### config.mk
export PLATFORM = sky130hd
export DESIGN_NAME = scsi_sm
export DESIGN_NICKNAME = d
export VERILOG_FILES = /design/src/rtl/sdmac_pkg.sv /design/src/rtl/scsi_sm.sv
export SDC_FILE = /design/constraint.sdc
export NUM_CORES = 1
export LEC_CHECK = 0
export BUFFER_PORTS_ARGS = -buffer_cell sky130_fd_sc_hd__buf_2
export CELL_PAD_IN_SITES_DETAIL_PLACEMENT = 2
export CELL_PAD_IN_SITES_GLOBAL_PLACEMENT = 2
export CORE_UTILIZATION = 30
export DETAILED_ROUTE_END_ITERATION = 7
export GPL_TIMING_DRIVEN = 0
export PLACE_DENSITY_LB_ADDON = 0.1
export SLEW_MARGIN = 20
export SYNTH_ARGS = -nofsm -noshare
export SYNTH_HDL_FRONTEND = slang
export SYNTH_SLANG_ARGS = --single-unit
### constraint.sdc
create_clock -name BCLK -period 1.64 [get_ports BCLK]
set_clock_uncertainty 0.05 [all_clocks]
set_input_delay 0.082 -clock BCLK [delete_from_list [all_inputs] [get_ports BCLK]]
set_output_delay 0.082 -clock BCLK [all_outputs]
set_load 0.03 [all_outputs]
### src/rtl/sdmac_pkg.sv
// SCSI DMA controller shared definitions
// Bus widths, control and status bundles, cycle FSM encoding
package sdmac_pkg;

    localparam int DATA_W     = 8;
    localparam int LWORD_W    = 32;
    localparam int REG_ADDR_W = 4;

    // Byte lanes per FIFO longword and the offset counter width
    localparam int LANES = LWORD_W / DATA_W;
    localparam int BO_W  = $clog2(LANES);

    // Strobes to the external SCSI chip, all active high
    typedef struct packed {
        logic                  cs;
        logic                  re;
        logic                  we;
        logic                  dack;
        logic [REG_ADDR_W-1:0] addr;
    } scsi_bus_t;

    // Datapath steering and pointer control from the FSM
    typedef struct packed {
        logic s2f;
        logic f2s;
        logic s2cpu;
        logic cpu2s;
        logic inc_bo;
        logic inc_ni;
        logic inc_no;
    } dp_ctl_t;

    typedef struct packed {
        logic full;
        logic empty;
        logic bo_eq3;
    } fifo_stat_t;

    // IDLE is encoded as all ones except the lowest bit
    typedef enum logic [4:0] {
        IDLE     = 5'b11110,
        CPU_ACC  = 5'b00001,
        CPU_ACK  = 5'b00010,
        CPU_WAIT = 5'b00100,
        DMA_ACC  = 5'b01000,
        DMA_REC  = 5'b10000
    } sm_state_e;

endpackage

### src/rtl/scsi_sm.sv
// SCSI cycle sequencer
// Arbitrates CPU register accesses and DMA byte cycles onto the chip bus
`timescale 1ns/1ns

module scsi_sm #(
    parameter int ACCESS_CYCLES = 3
) (
    input  logic                                BCLK,
    input  logic                                CRESET_,
    input  logic                                cpu_req_i,
    input  logic                                cpu_rw_i,
    input  logic [sdmac_pkg::REG_ADDR_W-1:0]    cpu_addr_i,
    input  logic                                dma_dir_i,
    input  logic                                dreq_n_i,
    input  sdmac_pkg::fifo_stat_t               fifo_stat_i,
    output sdmac_pkg::scsi_bus_t                scsi_bus_o,
    output sdmac_pkg::dp_ctl_t                  dp_ctl_o,
    output logic                                set_dsack_o
);

    localparam int CNT_W = $clog2(ACCESS_CYCLES + 1);
    localparam logic [CNT_W-1:0] LAST_CNT = CNT_W'(ACCESS_CYCLES - 1);

    sdmac_pkg::sm_state_e state_q;
    sdmac_pkg::sm_state_e nxt_state;

    logic [CNT_W-1:0] cnt_q;
    logic [CNT_W-1:0] nxt_cnt;

    // Synchronised requests
    logic cpu_req_q;
    logic dreq_n_q;

    logic acc_done;
    logic acc_last;
    logic dma_go;

    sdmac_pkg::scsi_bus_t bus_d;
    sdmac_pkg::dp_ctl_t   ctl_d;
    logic                 dsack_d;

    always_ff @(posedge BCLK or negedge CRESET_) begin
        if (!CRESET_) begin
            cpu_req_q <= 1'b0;
            dreq_n_q  <= 1'b1;
        end else begin
            cpu_req_q <= cpu_req_i;
            dreq_n_q  <= dreq_n_i;
        end
    end

    assign acc_done = (cnt_q == LAST_CNT);

    // DMA byte allowed only when the FIFO has room or data for it
    assign dma_go = !dreq_n_q &&
                    (dma_dir_i ? !fifo_stat_i.empty : !fifo_stat_i.full);

    always_comb begin
        nxt_state = state_q;
        nxt_cnt   = '0;
        case (state_q)
            sdmac_pkg::IDLE: begin
                // CPU wins when both are pending
                if (cpu_req_q) begin
                    nxt_state = sdmac_pkg::CPU_ACC;
                end else if (dma_go) begin
                    nxt_state = sdmac_pkg::DMA_ACC;
                end
            end
            sdmac_pkg::CPU_ACC: begin
                if (acc_done) begin
                    nxt_state = sdmac_pkg::CPU_ACK;
                end else begin
                    nxt_cnt = cnt_q + 1'b1;
                end
            end
            sdmac_pkg::CPU_ACK: nxt_state = sdmac_pkg::CPU_WAIT;
            sdmac_pkg::CPU_WAIT: begin
                // Hold off until the CPU has released its request
                if (!cpu_req_q) begin
                    nxt_state = sdmac_pkg::IDLE;
                end
            end
            sdmac_pkg::DMA_ACC: begin
                if (acc_done) begin
                    nxt_state = sdmac_pkg::DMA_REC;
                end else begin
                    nxt_cnt = cnt_q + 1'b1;
                end
            end
            sdmac_pkg::DMA_REC: nxt_state = sdmac_pkg::IDLE;
            default: nxt_state = sdmac_pkg::IDLE;
        endcase
    end

    // Strobes are decoded from the next state so they register with it
    assign acc_last = (nxt_cnt == LAST_CNT);

    always_comb begin
        bus_d = '0;
        ctl_d = '0;
        case (nxt_state)
            sdmac_pkg::CPU_ACC: begin
                bus_d.cs    = 1'b1;
                bus_d.re    = cpu_rw_i;
                bus_d.we    = !cpu_rw_i;
                bus_d.addr  = cpu_addr_i;
                ctl_d.cpu2s = !cpu_rw_i;
                ctl_d.s2cpu = cpu_rw_i && acc_last;
            end
            sdmac_pkg::DMA_ACC: begin
                bus_d.dack   = 1'b1;
                bus_d.re     = !dma_dir_i;
                bus_d.we     = dma_dir_i;
                ctl_d.f2s    = dma_dir_i;
                // Byte moves on the last strobe cycle
                ctl_d.s2f    = !dma_dir_i && acc_last;
                ctl_d.inc_bo = acc_last;
                ctl_d.inc_ni = !dma_dir_i && acc_last && fifo_stat_i.bo_eq3;
                ctl_d.inc_no = dma_dir_i && acc_last && fifo_stat_i.bo_eq3;
            end
            default: begin
                bus_d = '0;
                ctl_d = '0;
            end
        endcase
    end

    // Read data was latched on the way into CPU_ACK
    assign dsack_d = (state_q == sdmac_pkg::CPU_ACK);

    always_ff @(posedge BCLK or negedge CRESET_) begin
        if (!CRESET_) begin
            state_q     <= sdmac_pkg::IDLE;
            cnt_q       <= '0;
            scsi_bus_o  <= '0;
            dp_ctl_o    <= '0;
            set_dsack_o <= 1'b0;
        end else begin
            state_q     <= nxt_state;
            cnt_q       <= nxt_cnt;
            scsi_bus_o  <= bus_d;
            dp_ctl_o    <= ctl_d;
            set_dsack_o <= dsack_d;
        end
    end

    // Only one chip cycle on the shared bus at a time
    a_cs_dack_excl: assert property (
        @(posedge BCLK) disable iff (!CRESET_)
        !(scsi_bus_o.cs && scsi_bus_o.dack)
    );

    a_dsack_pulse: assert property (
        @(posedge BCLK) disable iff (!CRESET_)
        set_dsack_o |=> !set_dsack_o
    );

    a_s2f_not_full: assert property (
        @(posedge BCLK) disable iff (!CRESET_)
        $rose(dp_ctl_o.s2f) |-> !fifo_stat_i.full
    );

endmodule

* Yosys cells after proc, flatten, opt, wreduce, memory -nomap -nowiden
Index checks and enable logic that the tools add are counted.
** Word-level totals
- Word-level logic and storage cells :: 55
- Bits in registers :: 25
- Input bits :: 13
** Operators by class
- Add/subtract/negate cells :: 1
- Reductions and logical operators :: 12
- Multiplexer cells :: 16
- Equality and inequality tests :: 9
** Operator list (number)
- $mux 5 :: 5
- $pmux 5 s5 :: 1
- $eq 5x1->1 const B :: 2
- $eq 5x4->1 const B :: 2
- $mux 2 :: 4
- $logic_and 1x1->1 :: 6
- $eq 5x2->1 const B :: 1
- $eq 5x3->1 const B :: 1
- $eq 5x5->1 const B :: 1
- $logic_not 1->1 :: 5
- $eq 2x2->1 const B :: 2
- $mux 4 :: 1
- $pmux 2 s2 :: 1
- $mux 1 :: 3
- $mux 3 :: 1
- $add 2x1->2 const B :: 1
- $reduce_or 2->1 :: 1

* Logic depth before layout (Yosys ltp)
Gate-level depths: netlist of the first run.
- Depth after elaboration :: 8
- Depth in mapped cells :: 5

* Least setup slack after synthesis of the first run
Ideal clock, no wire load.
- Kind :: reg2reg
- Start :: register state_q[3]
- End :: register scsi_bus_o[5] (netlist name)
- Setup time :: 95 ps
- Slack :: -5 ps
- Data arrival time :: 1499 ps
- Cell stages (with the launch flop) :: 6
- Cells stage by stage :: dfstp_2 buf_6 nand2b_4 or4_4 and2_4 o32ai_2
** RTL lines
- from (decl) :: line scsi_sm.sv:24 : sdmac_pkg::sm_state_e state_q;
- from (signal assigned) :: line scsi_sm.sv:134 : state_q <= sdmac_pkg::IDLE;
- from (signal assigned) :: line scsi_sm.sv:140 : state_q <= nxt_state;
- to (signal assigned) :: line scsi_sm.sv:142 : scsi_bus_o <= bus_d;
- to (decl) :: line scsi_sm.sv:16 : output sdmac_pkg::scsi_bus_t scsi_bus_o,

==> impl_metrics.env, run 1 <==
export IMPL_critPathBufInv=1
export IMPL_cpMaxStageDelayCell="dfstp_2"
export IMPL_cp_top_family="simple AND/OR/NAND/NOR gates"
export IMPL_n_fill_cell=388
export IMPL_critical_path_endpoint="scsi_bus_o[6]"
export IMPL_crit_type="register to register"
export IMPL_ys_warnings_count=0
export IMPL_cts_tree="built"
export IMPL_final_hold_viol_count=0
export IMPL_cts_root_buf="clkbuf_8"
export IMPL_numPortBuffers=28
export IMPL_critPathMaxFanout=5
export IMPL_max_slew_margin=0.641
export IMPL_die_w_um=63.4
export IMPL_path_depth=5
export IMPL_grt_pass1_vias=943
export IMPL_rows=21
export IMPL_synth_avg_cell_area_sq_um=12.9
export IMPL_start_util=0.326
export IMPL_fin_crit_sh=1.05
export IMPL_setup_viol=8
export IMPL_drc=0
export IMPL_fin_crit_ps=1730
export IMPL_reg2reg_slack_ps=-90
export IMPL_seq_area_frac_synth=0.558
export IMPL_cts_max_level=1
export IMPL_ant_nets=0
export IMPL_power_total_mw=2.07
export IMPL_synth_top_cell_area_share=0.442
export IMPL_syn_cell_area_sq_um=1130
export IMPL_antenna_found_initial=0
export IMPL_synthCells=88
export IMPL_cts_sink_count=25
export IMPL_hold_class="primary input to register"
export IMPL_seqPwrFrac=0.392
export IMPL_r2r_start="state_q[3]"
export IMPL_rr_worst_depth=5
export IMPL_avgRoutedWirePerCell_um=15.5
export IMPL_status="complete, but fails checks"
export IMPL_p_clk_frac=0.176
export IMPL_fin_util=0.454
export IMPL_nets=149
export IMPL_grt_total_usage=0.161
export IMPL_hpwlAfterDp_um=1760
export IMPL_regArea_sq_um=632
export IMPL_grt_pass1_wl_um=4890
export IMPL_cts_buffers=3
export IMPL_gp_congestion=0.767
export IMPL_cp_start_kind="register"
export IMPL_num_antenna_cells=0
export IMPL_grt_max_degree=26
export IMPL_fin_area_sq_um=1570
export IMPL_setup_tns_ps=-258
export IMPL_tightestPinTransition_ps=538
export IMPL_dieArea_sq_um=4020
export IMPL_multi_input_area_sq_um=518
export IMPL_crit_chain="buf_6, nand2b_4, or4_4, and2_4, o32ai_2"
export IMPL_clock_latency_ps=270
export IMPL_ys_ff_latch=25
export IMPL_peakVddDrop_mv=0.574
export IMPL_crit_start="state_q[3]"
export IMPL_critPathCaptureType="register"
export IMPL_path_clk_slew_ps=80
export IMPL_switchingPower_uw=769
export IMPL_yosys_top_cells_area="dfrtp_1 44%, dfstp_2 12%, o32ai_2 2.9%"
export IMPL_wirelength_um=2800
export IMPL_slowest_delay_ps=530
export IMPL_num_vias=876
export IMPL_synth_area_leader_cell="dfrtp_1"
export IMPL_detail_route_first_pass_iterations=4
export IMPL_dp_slack_ps=-150
export IMPL_synth_async_reset_ratio=1.00
export IMPL_p_per_area_nw_per_um2=1310
export IMPL_grt_ovfl_total=0
export IMPL_fp_dieH_um=63.4
export IMPL_arrival_ps=1860
export IMPL_required_ps=1770
export IMPL_placed_area_sq_um=1330
export IMPL_drt_initial_drc_count=13
export IMPL_synth_edff_count=0
export IMPL_syn_to_final_growth_pct=39.0
export IMPL_finalMaxSlewViolations=0
export IMPL_ioPinCount=29
export IMPL_synth_nets=101
export IMPL_rsz0062_at_grt="true"
export IMPL_ys_flop_type="dfrtp_1"
export IMPL_fin_ws_ps=-86.3
export IMPL_core_area_sq_um=3470
export IMPL_power_frac_comb=0.432
export IMPL_viasPerCell=4.84
export IMPL_fmax_ghz=0.579
export IMPL_leakage_nw=0.759
export IMPL_power_share_switching=0.372
export IMPL_clockBufferDepth=2
export IMPL_drive_above_1_share=0.496
export IMPL_power_internal_mw=1.30
export IMPL_synth_cell_types=41
export IMPL_timing_rr_end="scsi_bus_o[6]"
export IMPL_drv_cap=0
export IMPL_violations="negative setup slack"
==> worst min path at each step <==
stage,from,to,slack (ps),depth (start not counted)
6_report,fifo_stat_i[0],dp_ctl_o[1],20,2
5_1_grt,dma_dir_i,scsi_bus_o[6],20,2
4_1_cts,dma_dir_i,scsi_bus_o[6],3,2
3_5_place_dp,CRESET_,set_dsack_o,60,1
3_3_place_gp,CRESET_,set_dsack_o,50,1
2_1_floorplan,CRESET_,cnt_q[0],-260,0
==> layer usage <==
layer / wire length, um / vias to the layer above / part of all wire / GRT usage
met5: 0 / - / 0 / 0
met4: 18 / 0 / 0.0064 / 0.0426
met3: 100 / 2 / 0.036 / 0.0453
met2: 1470 / 21 / 0.52 / 0.271
met1: 1220 / 448 / 0.44 / 0.199
li1: - / 405 / - / -
==> synthesized netlist by cell type (2+ instances only) <==
cell type	count
o32ai_2	2
nor2b_1	5
and3_1	2
inv_2	2
nor3b_1	2
nor3_1	4
o211ai_1	2
xor2_1	2
nand2_1	4
o21ai_0	2
nor2_1	4
inv_1	4
buf_6	2
dfrtp_1	20
dfstp_2	5
==> cell type report <==
cell class | count | share of cell area
buffer | 3 | 0.0191
tap | 46 | 0.0366
multi-input combinational | 55 | 0.329
sequential | 25 | 0.401
inverter | 6 | 0.0143
clock buffer | 4 | 0.0286
timing repair buffer | 42 | 0.171
==> placed cells by master, fill, tap and decap left out, types with 3 or more instances in the layout <==
cell type and n:
nand2_1 4, clkbuf_8 3, nor3_1 3, nor2_1 4, nor2b_1 4, inv_1 4
buf_4 5, dlygate4sd3_1 8, buf_6 3, dfstp_2 5, buf_2 28, dfrtp_1 20
==> logic make-up (layout without fill, tap and decap cells) <==
family | after synthesis | count (layout) | share of synthesized area
simple gates | 34 | 34 | 0.211
flops | 25 | 25 | 0.558
compound gates | 16 | 17 | 0.151
buf+inv | 9 | 55 | 0.0464
xor+xnor | 3 | 3 | 0.0232
mux | 1 | 1 | 0.00994
==> repair_timing <==
item / in CTS / in global routing
hold buffers: 8 / 0
endpoints found under the setup margin: 16 / 17
setup buffers: 5 / 1
pin swaps: 8 / 4
gates cloned: 1 / 0
hold endpoints to repair: 28 / 0
gates resized for setup: 5 / 5
==> metrics by stage <==
step	cells	hold WS (ps)
global placement	162	51.5
CTS	180	3.35
finish	181	18.4
floorplan	88	-264
global route	181	18.6
detailed placement	162	58.3
==> flip-flops by register name, indices dropped and copies added (netlist names) <==
signal and flops:
state_q 5, cnt_q 2, cpu_req_q 1, set_dsack_o 1
dp_ctl_o 7, dreq_n_q 1, scsi_bus_o 8
==> power groups by stage <==
stage,Clock [mW],Sequential (mW),Combinational [mW]
5_1_grt,0.401,0.822,0.960
2_1_floorplan,0,0.906,0.464
3_3_place_gp,0,0.810,0.733
3_5_place_dp,0,0.815,0.749
6_report,0.363,0.812,0.894
4_1_cts,0.373,0.806,0.860
(Power assumes the default switching activity.)
==> inputs of run 2 (changes only) <==
--- a/config.mk
+++ b/config.mk
@@ -16,3 +16,4 @@
 export SYNTH_ARGS = -nofsm -noshare
 export SYNTH_HDL_FRONTEND = slang
 export SYNTH_SLANG_ARGS = --single-unit
+export TNS_END_PERCENT = 50
==> run 2 against run 1 <==
Against the previous run:
- the flow still finishes with violations (negative setup slack)
- sequential cell count did not move
- design area shrank 0.24%
- critical path type unchanged
- sequential share of layout area grew 0.096 points
==> impl_metrics.env, run 2 (synthesis results as in run 1) <==
export IMPL_status="complete, but fails checks"
export IMPL_violations="negative setup slack"
export IMPL_dieArea_sq_um=4020
export IMPL_num_antenna_cells=0
export IMPL_viasPerCell=4.84
export IMPL_rsz0062_at_grt="true"
export IMPL_cts_root_buf="clkbuf_8"
export IMPL_nets=149
export IMPL_grt_ovfl_total=0
export IMPL_setup_tns_ps=-227
export IMPL_drive_above_1_share=0.496
export IMPL_ant_nets=0
export IMPL_die_w_um=63.4
export IMPL_power_total_mw=2.07
export IMPL_critPathCaptureType="register"
export IMPL_cts_sink_count=25
export IMPL_drv_cap=0
export IMPL_detail_route_first_pass_iterations=4
export IMPL_largest_register_ffs=8
export IMPL_required_ps=1770
export IMPL_p_per_area_nw_per_um2=1320
export IMPL_peakVddDrop_mv=0.574
export IMPL_arrival_ps=1860
export IMPL_rows=21
export IMPL_clockBufferDepth=2
export IMPL_grt_pass1_vias=943
export IMPL_cts_buffers=3
export IMPL_hold_class="primary input to register"
export IMPL_avgRoutedWirePerCell_um=15.5
export IMPL_crit_type="register to register"
export IMPL_final_hold_viol_count=0
export IMPL_setup_viol=8
export IMPL_grt_max_degree=26
export IMPL_rr_worst_depth=5
export IMPL_timing_rr_end="scsi_bus_o[6]"
export IMPL_min_to="dp_ctl_o[1]"
export IMPL_reg2reg_slack_ps=-90
export IMPL_clock_latency_ps=270
export IMPL_path_clk_slew_ps=80
export IMPL_layout_common_cells="28 x buf_2, 20 x dfrtp_1, 8 x dlygate4sd3_1, 6 x buf_4, 5 x dfstp_2"
export IMPL_antenna_found_initial=0
export IMPL_holdCritStartpoint="fifo_stat_i[0]"
export IMPL_fin_crit_ps=1730
export IMPL_largest_register="scsi_bus_o"
export IMPL_drc=0
export IMPL_fp_dieH_um=63.4
export IMPL_grt_pass1_wl_um=4890
export IMPL_top_regs="scsi_bus_o x8, dp_ctl_o x7, state_q x5"
export IMPL_cp_start_kind="register"
export IMPL_start_util=0.326
export IMPL_syn_to_final_growth_pct=38.7
export IMPL_finalMaxSlewViolations=0
export IMPL_fmax_ghz=0.579
export IMPL_core_area_sq_um=3470
export IMPL_gp_congestion=0.767
export IMPL_drt_initial_drc_count=13
export IMPL_min_path_cells=2
export IMPL_tightestPinTransition_ps=538
export IMPL_cts_tree="built"
export IMPL_layout_commonest_cell="buf_2"
export IMPL_fin_crit_sh=1.05
export IMPL_ioPinCount=29
export IMPL_hpwlAfterDp_um=1760
export IMPL_stdcell_count=181
export IMPL_wirelength_um=2800
export IMPL_max_slew_margin=0.642
export IMPL_numPortBuffers=28
export IMPL_r2r_start="state_q[3]"
export IMPL_leakage_nw=0.758
export IMPL_dp_cells=162
export IMPL_dp_slack_ps=-150
export IMPL_num_vias=876
export IMPL_fin_ws_ps=-86.1
export IMPL_critPathMaxFanout=5
export IMPL_cts_max_level=1
export IMPL_fin_util=0.453
export IMPL_grt_total_usage=0.161
[run 2: critical path, cell delays in order (launching register included)]
cell      delay [ps]
dfstp_2          530
buf_6            130
nand2b_4          50
or4_4            470
and2_4           210
o32ai_2          190
[run 2: metal layers]
metal / track usage / up-vias / wire length (um)
li1: - / 405 / -
met1: 0.199 / 448 / 1220
met2: 0.271 / 21 / 1470
met3: 0.0453 / 2 / 100
met4: 0.0426 / 0 / 18
met5: 0 / - / 0
[run 2: worst max-delay path by stage]
stage               start       endpoint  slack, ps  cells after the start
2_1_floorplan  state_q[3]  scsi_bus_o[5]         -5                      5
3_3_place_gp   state_q[3]  scsi_bus_o[6]       -140                      5
3_5_place_dp   state_q[3]  scsi_bus_o[5]       -150                      5
4_1_cts        state_q[3]  scsi_bus_o[5]        -80                      5
5_1_grt        state_q[3]  scsi_bus_o[6]       -130                      5
6_report       state_q[3]  scsi_bus_o[6]        -90                      5
[run 2: power by group]
part | total [mW] | switching, mW | internal, mW
sequential | 0.812 | 0.0744 | 0.737
clock | 0.363 | 0.190 | 0.174
combinational | 0.894 | 0.505 | 0.389
total | 2.07 | 0.769 | 1.30
[run 2: repair_timing]
item	in CTS	in global routing
setup endpoints to repair	16	17
buffers inserted	5	1
pin swaps	8	4
hold buffers	8	0
gates cloned	1	0
resized for setup	5	4
hold endpoints to repair	28	0
[run 2: stage by stage]
step | instance area, sq um | hold WS (ps)
after floorplan | 1130 | -264
after global routing | 1570 | 18.6
final | 1570 | 18.4
after CTS | 1540 | 3.35
after detailed placement | 1330 | 58.3
after global placement | 1330 | 51.5
[run 2: area by class of cell]
type / instances / area, sq um
Fill cell: 390 / 1900
Sequential cell: 25 / 632
Multi-Input combinational cell: 55 / 518
Timing Repair Buffer: 42 / 265
Tap cell: 46 / 57.6
Clock buffer: 4 / 45.0
Buffer: 3 / 30.0
Inverter: 6 / 22.5
